==> src/hw/mcu_pkg.sv <==
// MCU peripheral definitions
`default_nettype none

package mcu_pkg;

	localparam int data_w = 32; // cpu data word
	localparam int num_timers = 2; // ms timers behind the window
	localparam int timer_idx_w = (num_timers > 1) ? $clog2(num_timers) : 1;
	localparam int presc_w = 20; // ms prescaler width

	// window select, upper address half
	localparam logic [15:0] periph_base = 16'hFFFF;

	// register offsets, lower address half
	localparam logic [15:0] off_slot_id = 16'hFF80;
	localparam logic [15:0] off_slot_bridgeaddr = 16'hFF84;
	localparam logic [15:0] off_slot_length = 16'hFF88;
	localparam logic [15:0] off_slot_offset = 16'hFF8C;
	localparam logic [15:0] off_slot_ctrl = 16'hFF90; // cmd on write, status on read
	localparam logic [15:0] off_ms_ticks = 16'hFF98;
	localparam logic [15:0] off_reset_out = 16'hFFA4;
	localparam logic [15:0] off_update_flag = 16'hFFB0; // read clears
	localparam logic [15:0] off_update_id = 16'hFFB4;
	localparam logic [15:0] off_update_size = 16'hFFB8;
	localparam logic [15:0] off_timer0 = 16'hFFC4; // timer i at +4*i

	localparam logic [data_w-1:0] ms_ticks_reset = 32'd1000;

	// which word the read mux returns
	typedef enum logic [3:0] {sel_none, sel_slot_id, sel_bridgeaddr, sel_length,
		sel_offset, sel_status, sel_ms_ticks, sel_reset_out,
		sel_update_flag, sel_update_id, sel_update_size,
		sel_timer} read_sel_t;

	typedef struct packed {
		logic [data_w-1:0] addr;
		logic [data_w-1:0] wdata;
		logic wr; // any byte enable set
	} bus_req_t;

	typedef struct packed {
		logic [15:0] id;
		logic [data_w-1:0] bridgeaddr;
		logic [data_w-1:0] length;
		logic [data_w-1:0] slotoffset;
	} slot_cmd_t;

	typedef struct packed {
		logic ack; // bit 4 of status word
		logic done; // bit 3
		logic [2:0] err; // zero is ok
	} slot_status_t;

	typedef struct packed {
		slot_cmd_t cmd;
		logic update_flag;
		logic [15:0] update_id;
		logic [data_w-1:0] update_size;
		logic reset_out;
		logic [data_w-1:0] ms_ticks; // same word the timers see
	} slot_regs_t;

	typedef struct packed {
		logic valid; // high one cycle per access
		logic wr_id, wr_bridgeaddr, wr_length, wr_offset, wr_ctrl, wr_ms_ticks, wr_reset_out;
		logic [num_timers-1:0] timer_clear;
		logic flag_clear;
		read_sel_t sel;
		logic [timer_idx_w-1:0] timer_idx;
		logic [data_w-1:0] wdata;
	} decode_t;

endpackage

`default_nettype wire

==> src/hw/mcu_bus_decode.sv <==
// MCU bus address decoder
`timescale 1ns/10ps
`default_nettype none

module mcu_bus_decode (
	input logic clk_sys,
	input logic reset_n,
	input logic cpu_req,
	input mcu_pkg::bus_req_t cpu_bus,
	output mcu_pkg::decode_t dec
);
	import mcu_pkg::*;

	logic ack_pend; // ack cycle, req still held
	logic accept;
	logic in_window;
	logic [15:0] off;
	decode_t nxt;

	// new access only when nothing in flight
	assign accept = cpu_req & ~dec.valid & ~ack_pend;
	assign in_window = (cpu_bus.addr[31:16] == periph_base);
	assign off = cpu_bus.addr[15:0];

	always_comb begin
		nxt = '0;
		nxt.valid = 1'b1;
		nxt.wdata = cpu_bus.wdata;
		nxt.sel = sel_none; // unmapped reads give zero
		if (in_window) begin
			if (cpu_bus.wr) begin
				case (off)
					off_slot_id: nxt.wr_id = 1'b1;
					off_slot_bridgeaddr: nxt.wr_bridgeaddr = 1'b1;
					off_slot_length: nxt.wr_length = 1'b1;
					off_slot_offset: nxt.wr_offset = 1'b1;
					off_slot_ctrl: nxt.wr_ctrl = 1'b1; // fires the target pulses
					off_ms_ticks: nxt.wr_ms_ticks = 1'b1;
					off_reset_out: nxt.wr_reset_out = 1'b1;
					default: ; // read-only or unmapped, write dropped
				endcase
			end else begin
				case (off)
					off_slot_id: nxt.sel = sel_slot_id;
					off_slot_bridgeaddr: nxt.sel = sel_bridgeaddr;
					off_slot_length: nxt.sel = sel_length;
					off_slot_offset: nxt.sel = sel_offset;
					off_slot_ctrl: nxt.sel = sel_status;
					off_ms_ticks: nxt.sel = sel_ms_ticks;
					off_reset_out: nxt.sel = sel_reset_out;
					off_update_flag: begin
						nxt.sel = sel_update_flag;
						nxt.flag_clear = 1'b1; // read acks the update
					end
					off_update_id: nxt.sel = sel_update_id;
					off_update_size: nxt.sel = sel_update_size;
					default: ;
				endcase
			end
			// timers sit in a row after off_timer0
			for (int i = 0; i < num_timers; i++) begin
				if (off == 16'(off_timer0 + 4 * i)) begin
					nxt.timer_idx = timer_idx_w'(i);
					if (cpu_bus.wr)
						nxt.timer_clear[i] = 1'b1; // any write clears
					else
						nxt.sel = sel_timer;
				end
			end
		end
	end

	// edge 1, everything zero unless a new access starts
	always_ff @(posedge clk_sys or negedge reset_n) begin
		if (!reset_n) begin
			dec <= '0;
			ack_pend <= 1'b0;
		end else begin
			dec <= accept ? nxt : '0;
			ack_pend <= dec.valid; // covers the ack cycle
		end
	end

	// one access in flight, never back to back
	a_dec_single: assert property (@(posedge clk_sys) disable iff (!reset_n)
		dec.valid |=> !dec.valid);

endmodule

`default_nettype wire

==> src/hw/ms_timer.sv <==
// Millisecond timer
`timescale 1ns/10ps
`default_nettype none

module ms_timer (
	input logic clk_sys,
	input logic reset_n,
	input logic clear,
	input logic [mcu_pkg::data_w-1:0] ms_ticks,
	output logic [mcu_pkg::data_w-1:0] count
);
	import mcu_pkg::*;

	logic [presc_w-1:0] prescale; // cycles into the current ms
	logic ms_done;

	// wraps after ms_ticks+1 cycles
	assign ms_done = (data_w'(prescale) == ms_ticks);

	always_ff @(posedge clk_sys or negedge reset_n) begin
		if (!reset_n) begin
			prescale <= '0;
			count <= '0;
		end else if (clear) begin
			prescale <= '0; // restart mid-ms too
			count <= '0;
		end else if (ms_done) begin
			prescale <= '0;
			count <= count + 1'b1;
		end else begin
			prescale <= prescale + 1'b1;
		end
	end

	// at most one ms per cycle outside of a clear
	a_count_step: assert property (@(posedge clk_sys) disable iff (!reset_n)
		!clear |=> (data_w'(count - $past(count)) <= data_w'(1)));

endmodule

`default_nettype wire

==> src/hw/dataslot_regs.sv <==
// Target dataslot registers
`timescale 1ns/10ps
`default_nettype none

module dataslot_regs (
	input logic clk_sys,
	input logic reset_n,
	input mcu_pkg::decode_t dec,
	input logic dataslot_update,
	input logic [15:0] dataslot_update_id,
	input logic [mcu_pkg::data_w-1:0] dataslot_update_size,
	output mcu_pkg::slot_cmd_t slot_cmd,
	output logic target_dataslot_read,
	output logic target_dataslot_write,
	output logic reset_out,
	output logic [mcu_pkg::data_w-1:0] ms_ticks,
	output mcu_pkg::slot_regs_t slot_view
);
	import mcu_pkg::*;

	logic update_flag; // set by the host, cleared by a cpu read
	logic [15:0] update_id;
	logic [data_w-1:0] update_size;

	// control state, effective at the ack edge
	always_ff @(posedge clk_sys or negedge reset_n) begin
		if (!reset_n) begin
			slot_cmd <= '0;
			ms_ticks <= ms_ticks_reset;
			reset_out <= 1'b0;
			target_dataslot_read <= 1'b0;
			target_dataslot_write <= 1'b0;
			update_flag <= 1'b0;
		end else begin
			// single-cycle command pulses
			target_dataslot_read <= dec.wr_ctrl & dec.wdata[0];
			target_dataslot_write <= dec.wr_ctrl & dec.wdata[1];
			if (dec.wr_id)
				slot_cmd.id <= dec.wdata[15:0]; // only 16 bits kept
			if (dec.wr_bridgeaddr)
				slot_cmd.bridgeaddr <= dec.wdata;
			if (dec.wr_length)
				slot_cmd.length <= dec.wdata;
			if (dec.wr_offset)
				slot_cmd.slotoffset <= dec.wdata;
			if (dec.wr_ms_ticks)
				ms_ticks <= dec.wdata;
			if (dec.wr_reset_out)
				reset_out <= dec.wdata[0];
			// set beats a clear in the same cycle
			if (dataslot_update)
				update_flag <= 1'b1;
			else if (dec.flag_clear)
				update_flag <= 1'b0;
		end
	end

	// captured with the update pulse
	always_ff @(posedge clk_sys) begin
		if (dataslot_update) begin
			update_id <= dataslot_update_id;
			update_size <= dataslot_update_size;
		end
	end

	assign slot_view = '{cmd: slot_cmd,
		update_flag: update_flag,
		update_id: update_id,
		update_size: update_size,
		reset_out: reset_out,
		ms_ticks: ms_ticks};

	// pulses never stretch
	a_read_pulse: assert property (@(posedge clk_sys) disable iff (!reset_n)
		target_dataslot_read |=> !target_dataslot_read);
	a_write_pulse: assert property (@(posedge clk_sys) disable iff (!reset_n)
		target_dataslot_write |=> !target_dataslot_write);

endmodule

`default_nettype wire

==> src/hw/mcu_read_mux.sv <==
// MCU read data mux
`timescale 1ns/10ps
`default_nettype none

module mcu_read_mux (
	input logic clk_sys,
	input logic reset_n,
	input mcu_pkg::decode_t dec,
	input mcu_pkg::slot_regs_t slot_view,
	input mcu_pkg::slot_status_t slot_status,
	input logic [mcu_pkg::data_w-1:0] timer_count [mcu_pkg::num_timers],
	output logic cpu_ack,
	output logic [mcu_pkg::data_w-1:0] cpu_rdata
);
	import mcu_pkg::*;

	logic [data_w-1:0] word; // selected before the ack edge

	always_comb begin
		case (dec.sel)
			sel_slot_id: word = data_w'(slot_view.cmd.id);
			sel_bridgeaddr: word = slot_view.cmd.bridgeaddr;
			sel_length: word = slot_view.cmd.length;
			sel_offset: word = slot_view.cmd.slotoffset;
			// ack bit 4, done bit 3, err 2:0
			sel_status: word = data_w'(slot_status);
			sel_ms_ticks: word = slot_view.ms_ticks;
			sel_reset_out: word = data_w'(slot_view.reset_out);
			sel_update_flag: word = data_w'(slot_view.update_flag); // old value, clear lands later
			sel_update_id: word = data_w'(slot_view.update_id);
			sel_update_size: word = slot_view.update_size;
			sel_timer: word = timer_count[dec.timer_idx];
			default: word = '0; // writes and unmapped
		endcase
	end

	always_ff @(posedge clk_sys or negedge reset_n) begin
		if (!reset_n)
			cpu_ack <= 1'b0;
		else
			cpu_ack <= dec.valid; // edge 2, one cycle
	end

	always_ff @(posedge clk_sys) begin
		if (dec.valid)
			cpu_rdata <= word;
	end

endmodule

`default_nettype wire

==> src/hw/mcu_periph_top.sv <==
// MCU peripheral block top
`timescale 1ns/10ps
`default_nettype none

module mcu_periph_top (
	input logic clk_sys,
	input logic reset_n,
	input logic cpu_req,
	input mcu_pkg::bus_req_t cpu_bus,
	output logic cpu_ack,
	output logic [mcu_pkg::data_w-1:0] cpu_rdata,
	output mcu_pkg::slot_cmd_t slot_cmd,
	output logic target_dataslot_read,
	output logic target_dataslot_write,
	input mcu_pkg::slot_status_t slot_status,
	input logic dataslot_update,
	input logic [15:0] dataslot_update_id,
	input logic [mcu_pkg::data_w-1:0] dataslot_update_size,
	output logic reset_out
);
	import mcu_pkg::*;

	decode_t dec; // one-cycle decoded access
	slot_regs_t slot_view;
	logic [data_w-1:0] ms_ticks; // shared by all timers
	logic [data_w-1:0] timer_count [num_timers];

	mcu_bus_decode u_decode (
		.clk_sys(clk_sys),
		.reset_n(reset_n),
		.cpu_req(cpu_req),
		.cpu_bus(cpu_bus),
		.dec(dec)
	);

	// one timer per slot, own clear each
	for (genvar g = 0; g < num_timers; g++) begin : g_timer
		ms_timer u_timer (
			.clk_sys(clk_sys),
			.reset_n(reset_n),
			.clear(dec.timer_clear[g]),
			.ms_ticks(ms_ticks),
			.count(timer_count[g])
		);
	end

	dataslot_regs u_regs (
		.clk_sys(clk_sys),
		.reset_n(reset_n),
		.dec(dec),
		.dataslot_update(dataslot_update),
		.dataslot_update_id(dataslot_update_id),
		.dataslot_update_size(dataslot_update_size),
		.slot_cmd(slot_cmd),
		.target_dataslot_read(target_dataslot_read),
		.target_dataslot_write(target_dataslot_write),
		.reset_out(reset_out),
		.ms_ticks(ms_ticks),
		.slot_view(slot_view)
	);

	mcu_read_mux u_rdmux (
		.clk_sys(clk_sys),
		.reset_n(reset_n),
		.dec(dec),
		.slot_view(slot_view),
		.slot_status(slot_status),
		.timer_count(timer_count),
		.cpu_ack(cpu_ack),
		.cpu_rdata(cpu_rdata)
	);

endmodule

`default_nettype wire

==> config.mk <==
export PLATFORM = sky130hd
export DESIGN_NAME = mcu_periph_top
export DESIGN_NICKNAME = d
export VERILOG_FILES = /design/src/hw/mcu_pkg.sv /design/src/hw/mcu_bus_decode.sv /design/src/hw/ms_timer.sv /design/src/hw/dataslot_regs.sv /design/src/hw/mcu_read_mux.sv /design/src/hw/mcu_periph_top.sv
export SDC_FILE = /design/constraint.sdc
export NUM_CORES = 1
export LEC_CHECK = 0
export BUFFER_PORTS_ARGS = -buffer_cell sky130_fd_sc_hd__buf_2
export CAP_MARGIN = 10
export CORE_ASPECT_RATIO = 1.75
export CORE_MARGIN = 4
export CORE_UTILIZATION = 40
export DETAILED_ROUTE_END_ITERATION = 16
export PLACE_DENSITY = 0.64
export SETUP_SLACK_MARGIN = 0.05
export SYNTH_ARGS = -nofsm -noshare
export SYNTH_HDL_FRONTEND = slang
export SYNTH_HIERARCHICAL = 1
export SYNTH_SLANG_ARGS = --single-unit
==> constraint.sdc <==
create_clock -name clk_sys -period 6.85 [get_ports clk_sys]
set_input_delay 2.055 -clock clk_sys [delete_from_list [all_inputs] [get_ports clk_sys]]
set_output_delay 2.055 -clock clk_sys [all_outputs]
set_load 0.01 [all_outputs]
==> qor.txt, run 1 <==
Status - complete, no violations
CP max FO - 3
Final nets - 1885
Average wire per cell in the routed design - 24.6 um
Die width - 177 um
Tot Pwr - 4670 uW
Largest net degree at the start of global routing - 112
Synthesis-stage register bit count - 382
Total die area - 0.0536 sq mm
Total core area - 0.0495 sq mm
Count leader, synth - dfrtp_1
Post CTS Setup Buffer Count - 0
Arrival time worst endpoint - 1.18 ns
Final Hold Violating Endpoints - 0
Routability Congestion - 0.890
Final WL - 60100 um
Clock Skew - 0.0216 ns
GRT Total Usage - 0.219
Hold Path Class - reg2reg
Starting density of the core - 0.403
Grt ovf - 0
Static Leakage - 0.00915 uW
Final setup TNS - 0 ns
Crit-path cells - buf_2
First-pass DRT Iterations - 5
Clock Sinks - 382
FILL cells - 4733
Row cnt - 108
Main flop type after synthesis - dfrtp_1
Drt initial violations - 1152
Slowest Stage Delay on Critical Path - 0.46 ns
Slowest CP cell - dfrtp_1
Top cell type's share of synthesized area - 0.371
Inst Count DP - 2378
Maximum buffer depth of the clock tree - 3
Synth area leader - dfrtp_1
I/O pin count - 270
Clock transition at path regs - 0.07 ns
Hold-fix buffers at CTS - 0
Final slew viol count - 0
Avg Inst Size Synth - 11.9 sq um
Post-synth EDFFs - 80
DRC - 0
Slew @ Worst Pin - 1.11 ns
Rel. slew slack - 0.258
Max Clk Rate - 309 MHz
CP delay by family, top - flip-flops
Final Non-Filler Cells - 2444
Multi-input gate area in the final layout - 0.00798 sq mm
# Max-Cap Violations - 0
CTS buffer count - 36
Vias - 14049
RSZ-0062 raised after global routing - false
Post-route ant nets - 0
Storage cell area - 0.00997 sq mm
WP data required - 4.80 ns
Power Dens Cells - 216 mW/mm^2
N_diodes - 0
Initial antenna violation count - 0
Syn Inst Count - 1679
I/O Buffers - 269
Post-DP HPWL - 42200 um
Crit end category - primary output
Die height - 303 um
FFs w/ async S/R, synth - 0.791
Crit start category - flip-flop
Peak supply drop - 254 uV
Synthesis Warnings - 6
P&R area growth vs syn - 8.53%
Post-synth top cells - 296 x dfrtp_1, 153 x buf_4, 130 x mux2_4, 86 x a21oi_1, 80 x edfxtp_1
Setup-failing EPs final - 0
Vias per cell - 5.75
Synth area leaders - dfrtp_1 37%, edfxtp_1 12%, mux2_4 9.8%
Layout cells sized above 1 - 0.301
Post-CTS Resized - 0
Worst-Skew Late Latency - 0.55 ns
Post-synthesis instance area - 0.0199 sq mm
Synth unique cells - 66
Critical path class - reg2out
Sequential area share after synthesis - 0.500
Crit share post-route - 0.472
H-tree levels - 2
Minimum clock period - 3.24 ns
CTS tree - yes
Root buffer cell - clkbuf_16
First-pass GRT wire length - 90100 um
Worst Path Buf+Inv - 1
Number of global-route vias before repair - 14357
Syn_nets - 1808
[path summary, 6_finish.rpt]
path	from	to	slack (ns)	depth (start not counted)
max	u_regs/slot_cmd[48]$_DFFE_PN0P_	slot_cmd[48]	3.61	1
max reg2reg	u_regs/ms_ticks[24]$_DFFE_PN0P_	g_timer[0].u_timer/count[23]$_DFFE_PN0P_	3.78	5
min reg2reg	u_regs/update_flag$_DFFE_PN0P_	u_regs/update_flag$_DFFE_PN0P_	0.49	1
min in group asynchronous	reset_n	u_regs/slot_cmd[104]$_DFFE_PN0P_	1.60	1
min	u_regs/update_flag$_DFFE_PN0P_	u_regs/update_flag$_DFFE_PN0P_	0.49	1
max in group asynchronous	reset_n	u_decode/dec[47]$_DFF_PN0_	4.02	2
[layout by cell type, fill, tap and decap left out, types with 9 or more instances in the layout]
| cell | instances |
|---|---|
| xor2_1 | 27 |
| buf_2 | 268 |
| mux2_4 | 130 |
| and2_1 | 41 |
| a21oi_1 | 86 |
| clkbuf_16 | 38 |
| nor2b_1 | 14 |
| and3_1 | 15 |
| dfrtp_1 | 290 |
| a22o_1 | 13 |
| nand3_1 | 54 |
| mux2i_1 | 41 |
| nand4_1 | 48 |
| nand2_1 | 52 |
| nor2_1 | 60 |
| a32oi_1 | 9 |
| a22oi_1 | 30 |
| inv_1 | 19 |
| xnor2_1 | 51 |
| nor3_1 | 66 |
| mux2_2 | 28 |
| nor4_1 | 25 |
| buf_4 | 24 |
| a31oi_1 | 27 |
| or4_1 | 48 |
| o31ai_1 | 45 |
| o21ai_0 | 11 |
| edfxtp_1 | 80 |
[power breakdown]
group          switching (uW)  total (uW)  internal, uW
Clock                     916        2110          1200
Sequential               34.1        2410          2370
Combinational            98.5         148          49.6
[sequential cells by signal, summed over array words and instances (netlist names)]
signal                        count
g_timer.u_timer/prescale         40
u_regs/reset_out                  1
g_timer.u_timer/count            64
u_decode/ack_pend                 1
u_rdmux/cpu_rdata                32
u_decode/dec                     48
u_regs/update_flag                1
u_regs/update_size               32
u_regs/target_dataslot_write      1
u_regs/slot_cmd                 112
u_regs/update_id                 16
u_rdmux/cpu_ack                   1
u_regs/target_dataslot_read       1
u_regs/ms_ticks                  32
[stage by stage]
step	hold WS (ns)	worst slack [ns]	instance area, sq um	util
global route	0.529	3.61	21600	0.438
detailed placement	0.478	3.45	20400	0.413
floorplan	0.445	3.75	19900	-
finish	0.492	3.61	21600	0.438
CTS	0.495	3.60	21600	0.438
global placement	0.463	3.47	20400	0.413
[metal layers]
| metal | global-route usage | wire length, um |
|---|---|---|
| met3 | 0.0339 | 3570 |
| met1 | 0.259 | 22500 |
| met5 | 0 | 0 |
| met4 | 0.0964 | 3090 |
| met2 | 0.391 | 30900 |
[cell type report]
cell class | count | area share
repair buffers | 295 | 0.0728
clock inverters | 19 | 0.00989
flip-flops and latches | 382 | 0.461
clock buffers | 47 | 0.0464
well taps | 660 | 0.0382
multi-input cells | 1022 | 0.369
inverters | 19 | 0.00330
[cells by family (layout without fill, tap and decap cells)]
group | Yosys count | count (layout) | share of synthesized area
adders and majority gates | 7 | 7 | 0.00439
DFF | 382 | 382 | 0.500
AOI/OAI and AO/OA | 262 | 262 | 0.0883
muxes | 202 | 202 | 0.136
buffers and inverters | 275 | 380 | 0.100
xor gates and xnor gates | 79 | 79 | 0.0351
and+or+nand+nor | 472 | 472 | 0.136
Note: power is estimated with default switching activity, not from simulation.
==> inputs of run 2 (changes only) <==
Settings changed: ABC_AREA set to 1.
Clock period 6.85 ns to 3.4 ns, I/O delays scaled along.
==> run 2 against run 1 <==
Compared with the run above:
- die area grew 7.9%
- core utilization grew 0.16 points
- final cell count grew 51%
- first-iteration DRC count grew 9.5%
- synthesized area grew 8.2%
- clock-buffer cell count grew 7
- global-route usage grew 0.79 points
- sequential power grew 100%
- combinational power grew 99%
- sequential share of layout area shrank 3.6 points
- critical path type is now reg2reg
==> qor.txt, run 2 <==
Clock Sinks - 382 (unchanged)
Initial antenna violation count - 1 (+1)
DP Area - 0.0221 sq mm (+8.3%)
First-pass GRT wire length - 102000 um (+14%)
WP data required - 3.79 ns (-1.01 ns)
Critical path class - reg2reg
Top cell type's share of synthesized area - 0.343 (-0.0282)
P&R area growth vs syn - 8.66%
Crit share post-route - 0.703
RSZ-0062 raised after global routing - false
Avg Inst Size Synth - 7.45 sq um (-37%)
Status - complete, no violations
Peak supply drop - 388 uV (+53%)
Sw Pwr - 2150 uW (+100%)
Most frequent cells in the layout - 1288 x nand2_1, 389 x nor2_1, 295 x dfrtp_1, 268 x buf_2, 199 x inv_1
Max Clk Rate - 419 MHz
# Max-Cap Violations - 0 (unchanged)
Count leader, synth - nand2_1
Drt initial violations - 1262 (+9.5%)
Clock network power share - 0.465 (+0.013)
Final Hold Violating Endpoints - 0 (unchanged)
Crit end category - flip-flop
Sequential area share after synthesis - 0.462 (-0.0379)
Post-synthesis instance area - 0.0216 sq mm (+8.2%)
Slowest CP cell - dfrtp_1
Slew @ Worst Pin - 1.05 ns (-0.0644 ns)
CP delay by family, top - simple AND/OR/NAND/NOR gates
Power Internal - 7510 uW (+110%)
CTS tree - yes
Sw Share - 0.223 (-0.00209)
Worst path most repeated cell - nand2_1
Largest register FFs - 112 (unchanged)
Post-DP HPWL - 50200 um (+19%)
Crit-path cells - nand2_4, nor2_4, buf_4, nand2_1, nand2_1, nor2_1, a21oi_1
Post-synth top cells - 1288 x nand2_1, 389 x nor2_1, 296 x dfrtp_1, 199 x inv_1, 165 x buf_4
Most common cell after layout, fill and taps aside - nand2_1
Average wire per cell in the routed design - 18.1 um (-27%)
DRC - 0 (unchanged)
Vias - 18107 (+29%)
Hold-fix buffers at CTS - 0 (unchanged)
Vias per cell - 4.90 (-15%)
GR met3 Demand/Resource - 0.0267 (-0.00726)
Main flop type after synthesis - dfrtp_1
Clock Skew - 0.0256 ns (+0.00397 ns)
Design area - 0.0234 sq mm (+8.3%)
Post CTS Setup Buffer Count - 0 (unchanged)
H-tree levels - 2 (unchanged)
Seq pwr share - 0.505 (-0.011)
Total core area - 0.0534 sq mm (+8.0%)
Syn Inst Count - 2897 (+73%)
Synth unique cells - 41 (-38%)
Rel. slew slack - 0.300 (+0.0422)
Largest Register - u_regs/slot_cmd
Total die area - 0.0579 sq mm (+7.9%)
Final setup TNS - 0 ns (unchanged)
Largest regs - u_regs/slot_cmd x112, g_timer.u_timer/count x64, u_decode/dec x48
Met1 global-route usage - 0.271 (+0.0124)
I/O pin count - 270 (unchanged)
Minimum clock period - 2.39 ns
Row cnt - 112 (+3.7%)
Power Dens Cells - 412 mW/mm^2 (+91%)
Hold Path Class - in2async
Final WL - 66800 um (+11%)
Die width - 184 um (+3.8%)
Worst-Skew Late Latency - 0.56 ns (about the same)
Grt peak-use layer - met2
Slowest Stage Delay on Critical Path - 0.88 ns (+0.42 ns)
Clock transition at path regs - 0.06 ns (about the same)
Worst Path Buf+Inv - 1 (unchanged)
Grt ovf - 0 (unchanged)
Final slew viol count - 0 (unchanged)
First-pass DRT Iterations - 5 (unchanged)
Post-synth EDFFs - 80 (unchanged)
Post-CTS Resized - 0 (unchanged)
Setup-failing EPs final - 0 (unchanged)
I/O Buffers - 269 (unchanged)
Die height - 315 um (+3.9%)
Syn_nets - 3026 (+67%)
Static Leakage - 0.0121 uW (+33%)
Synth area leaders - dfrtp_1 34%, nand2_1 22%, edfxtp_1 11%
CP max FO - 22 (+19)
Starting density of the core - 0.404 (+0.000945)
Combinational group share of total power - 0.030 (-0.002)
Met2 usage - 0.412 (+0.0208)
Post-route ant nets - 0 (unchanged)
Largest net degree at the start of global routing - 67 (-40%)
CTS buffer count - 38 (+5.6%)
GRT Total Usage - 0.227 (+0.00790)
Synthesis-stage register bit count - 382 (unchanged)
Arrival time worst endpoint - 2.78 ns (+1.60 ns)
Routability Congestion - 0.972 (+9.3%)
Maximum buffer depth of the clock tree - 3 (unchanged)
Crit start category - flip-flop
Root buffer cell - clkbuf_16
Number of global-route vias before repair - 17804 (+24%)
Hold slack - 0.392 ns (-0.0999 ns)
FFs w/ async S/R, synth - 0.791 (unchanged)
Synthesis Warnings - 6 (unchanged)
Final Util - 0.439 (+0.00155)
Layout cells sized above 1 - 0.163 (-0.138)
Synth area leader - dfrtp_1
Final nets - 3113 (+65%)
[run 2: changes by cell type in the layout (fill, tap and decap cells not counted), sizes merged, moves of 47 or more]
cell | previous run | this run
or4 | 49 | 0
inv | 19 | 229
nand2 | 52 | 1336
mux2 | 161 | 0
a21oi | 86 | 39
nor2 | 62 | 407
nand3 | 55 | 113
[run 2: metrics by stage]
stage	worst slack (ns)	cells	power [uW]
after floorplan	1.55	2897	4980
after global placement	1.14	3628	5270
after detailed placement	1.11	3628	5260
after CTS	1.04	3698	9750
after global routing	0.869	3699	9950
final	1.01	3699	9660
[run 2: cell type report]
cell class / count / area [sq um]
clock buffer: 54 / 1120
timing repair buffer: 294 / 1610
sequential: 382 / 9970
clock inverter: 16 / 206
antenna: 1 / 2.50
tap: 684 / 856
inverter: 230 / 901
fill: 5462 / 29900
multi-input combinational: 2038 / 8780
[run 2: per-layer routing]
| metal | routed length (um) | vias to the layer above |
|---|---|---|
| met2 | 34500 | 578 |
| met5 | 0 | - |
| li1 | - | 8847 |
| met3 | 3170 | 145 |
| met1 | 26300 | 8537 |
| met4 | 2870 | 0 |
[run 2: kinds of logic after synthesis]
logic type,after synthesis,share of synthesized area
flip-flops,382,0.462
adder cells (fa/ha/maj),7,0.00406
AO/OA/AOI/OAI,53,0.0168
XOR/XNOR,54,0.0219
AND/OR/NAND/NOR,1924,0.364
buffers and inverters,477,0.131
[run 2: path summary, 6_finish.rpt]
path	depth (start not counted)	slack [ns]	endpoint	startpoint
min in group clk_sys	1	0.47	u_decode/dec[47]$_DFF_PN0_	u_decode/dec[47]$_DFF_PN0_
worst max register to register	7	1.01	u_rdmux/cpu_rdata[3]$_DFFE_PP_	u_decode/dec[33]$_DFF_PN0_
worst min-delay path	1	0.39	u_regs/slot_cmd[103]$_DFFE_PN0P_	reset_n
max in group asynchronous	2	2.11	u_regs/ms_ticks[6]$_DFFE_PN1P_	reset_n
worst min register to register	1	0.47	u_decode/dec[47]$_DFF_PN0_	u_decode/dec[47]$_DFF_PN0_
worst max-delay path	7	1.01	u_rdmux/cpu_rdata[3]$_DFFE_PP_	u_decode/dec[33]$_DFF_PN0_
[run 2: power by group through the flow]
stage	Clock [uW]	Combinational, uW	Sequential [uW]
after floorplan	0	47.8	4930
final	4490	294	4880
after global placement	0	301	4970
after detailed placement	0	303	4960
after global routing	4740	330	4880
after CTS	4580	304	4870
==> inputs of run 3 (changes only) <==
Settings changed: PLACE_DENSITY 0.64 to 0.66.
Clock period 3.4 ns to 2.1 ns, I/O delays scaled along.
==> run 3 against run 2 <==
Compared with the run above:
- sequential power is 61% higher
- combinational power grew 74%
- non-clock buffer count increased by 42
- largest power group unchanged
- via count is 0.99% higher
==> qor.txt, run 3 (synthesis gave the netlist of run 2 again) <==
Status - complete, no violations
Static Leakage - 0.0123 uW (+1.6%)
Routability Congestion - 0.940 (-3.4%)
Clock transition at path regs - 0.06 ns (about the same)
P&R area growth vs syn - 10.4%
Storage cell area - 0.00997 sq mm (unchanged)
First-pass GRT wire length - 101000 um (-0.97%)
Grt peak-use layer - met2
R2r setup slk - 0.19 ns (-0.83 ns)
Vias - 18287 (+0.99%)
Slowest Stage Delay on Critical Path - 0.54 ns (-0.34 ns)
Final setup TNS - 0 ns (unchanged)
Die height - 315 um (unchanged)
I/O pin count - 270 (unchanged)
First-pass DRT Iterations - 7 (+2)
Hold path cells - 1
Slew @ Worst Pin - 0.697 ns (-0.353 ns)
CP delay by family, top - simple AND/OR/NAND/NOR gates
Minimum clock period - 1.91 ns (-0.474 ns)
Initial antenna violation count - 4 (+3)
Slowest CP cell - dfrtp_1
Starting density of the core - 0.404 (unchanged)
Die width - 184 um (unchanged)
Root buffer cell - clkbuf_16
Final Hold Violating Endpoints - 0 (unchanged)
Number of global-route vias before repair - 17985 (+1.0%)
CP max FO - 27 (+23%)
Setup-failing EPs final - 0 (unchanged)
Clock Sinks - 382 (unchanged)
Average wire per cell in the routed design - 17.5 um (-3.0%)
GRT Total Usage - 0.224 (-0.00293)
RSZ-0062 raised after global routing - false
Setup Slack @ Placement - 0.218 ns (-0.896 ns)
Met2 usage - 0.406 (-0.00611)
Worst-Skew Late Latency - 0.53 ns (-0.03 ns)
Rel. slew slack - 0.536 (+0.236)
Largest regs - u_regs/slot_cmd x112, g_timer.u_timer/count x64, u_decode/dec x48
Tot Pwr - 15100 uW (+57%)
H-tree levels - 2 (unchanged)
Most frequent cells in the layout - 1288 x nand2_1, 385 x nor2_1, 295 x dfrtp_1, 268 x buf_2, 199 x inv_1
Grt ovf - 0 (unchanged)
CTS tree - yes
I/O Buffers - 269 (unchanged)
Largest Register - u_regs/slot_cmd
Arrival time worst endpoint - 2.29 ns (-0.49 ns)
Power Dens Cells - 636 mW/mm^2 (+54%)
Hold Startpoint - dataslot_update_id[9]
Clock Skew - 0.0187 ns (-0.00690 ns)
Maximum buffer depth of the clock tree - 3 (unchanged)
Final WL - 65500 um (-1.9%)
FILL cells - 5336 (-2.3%)
Total core area - 0.0534 sq mm (unchanged)
WP data required - 2.47 ns (-1.32 ns)
Peak supply drop - 579 uV (+49%)
GR met3 Demand/Resource - 0.0324 (+0.00577)
Final Non-Filler Cells - 3741 (+1.1%)
# Max-Cap Violations - 0 (unchanged)
Vias per cell - 4.89 (-0.14%)
Final slew viol count - 0 (unchanged)
Crit end category - flip-flop
DRC - 0 (unchanged)
Inst Count DP - 3669 (+1.1%)
Drt initial violations - 1255 (-0.55%)
Max Clk Rate - 522 MHz (+25%)
Crit-path cells - inv_8, nand2_8, nor2_8, nand2_1, nand2_1, nor2_1, a21oi_2
Worst path most repeated cell - nand2_1
Crit share post-route - 0.912 (+0.209)
RR Startpoint - u_decode/dec[33]$_DFF_PN0_
Most common cell after layout, fill and taps aside - nand2_1
CTS buffer count - 37 (-2.6%)
Multi-input gate area in the final layout - 0.00879 sq mm (+0.11%)
Met1 global-route usage - 0.257 (-0.0145)
Hold Path Class - in2reg
Post-DP HPWL - 50500 um (+0.57%)
Largest register FFs - 112 (unchanged)
Row cnt - 112 (unchanged)
Final nets - 3154 (+1.3%)
Worst Path Buf+Inv - 1 (unchanged)
Worst path depth - 7 (unchanged)
Crit start category - flip-flop
Largest net degree at the start of global routing - 49 (-27%)
Worst setup path start - u_decode/dec[33]$_DFF_PN0_
Fin worst setup slack - 0.185 ns (-0.826 ns)
Critical path class - reg2reg
Hold slack - 0.267 ns (-0.125 ns)
Layout cells sized above 1 - 0.174 (+0.0107)
FF-to-FF path depth - 7 (unchanged)
Post-route ant nets - 0 (unchanged)
Total die area - 0.0579 sq mm (unchanged)
## run 3: cell types whose count changed in the layout (fill, tap and decap cells not counted), moves of 2 or more
cell | before | now
inv_6 | 0 | 2
nor2_2 | 10 | 14
clkinv_8 | 2 | 0
nor2_1 | 389 | 385
buf_12 | 5 | 18
clkinv_1 | 1 | 3
buf_4 | 20 | 48
clkbuf_8 | 7 | 2
diode_2 | 1 | 4
clkbuf_16 | 40 | 37
## run 3: per-stage QoR
stage	utilization	cell area (sq um)
2_1_floorplan	-	21600
3_3_place_gp	0.423	22600
3_5_place_dp	0.423	22600
4_1_cts	0.446	23800
5_1_grt	0.446	23800
6_report	0.446	23800
## run 3: timing repair
action                     in CTS  in global routing
buffers inserted                0                  0
setup endpoints to repair       0                  7
gates resized for setup         0                  4
hold endpoints to repair       19                  0
hold buffers                    1                  0
## run 3: layer usage
metal,share of wire,up-vias
li1,-,8944
met3,0.058,175
met5,0.00026,-
met1,0.37,8551
met4,0.052,2
met2,0.52,615
## run 3: layout make-up
| class | count | share of cell area |
|---|---|---|
| sequential | 382 | 0.419 |
| multi-input combinational | 2038 | 0.369 |
| timing repair buffer | 336 | 0.0876 |
| clock buffer | 47 | 0.0413 |
| inverter | 230 | 0.0378 |
| tap | 684 | 0.0359 |
| clock inverter | 20 | 0.00904 |
| antenna | 4 | 0.000420 |
## run 3: path summary, 6_finish.rpt
path,endpoint
setup / recovery,u_rdmux/cpu_rdata[29]$_DFFE_PP_
hold / removal,u_regs/update_id[9]$_DFFE_PP_
setup reg to reg,u_rdmux/cpu_rdata[29]$_DFFE_PP_
hold reg to reg,u_regs/target_dataslot_write$_DFF_PN0_
max in group asynchronous,u_decode/dec[38]$_DFF_PN0_
min in group asynchronous,u_regs/slot_cmd[26]$_DFFE_PN0P_
## run 3: power by group
group	total, uW	internal, uW	switching (uW)
combinational	511	184	327
sequential	7880	7740	136
clock	6750	3840	2920
total	15100	11800	3380
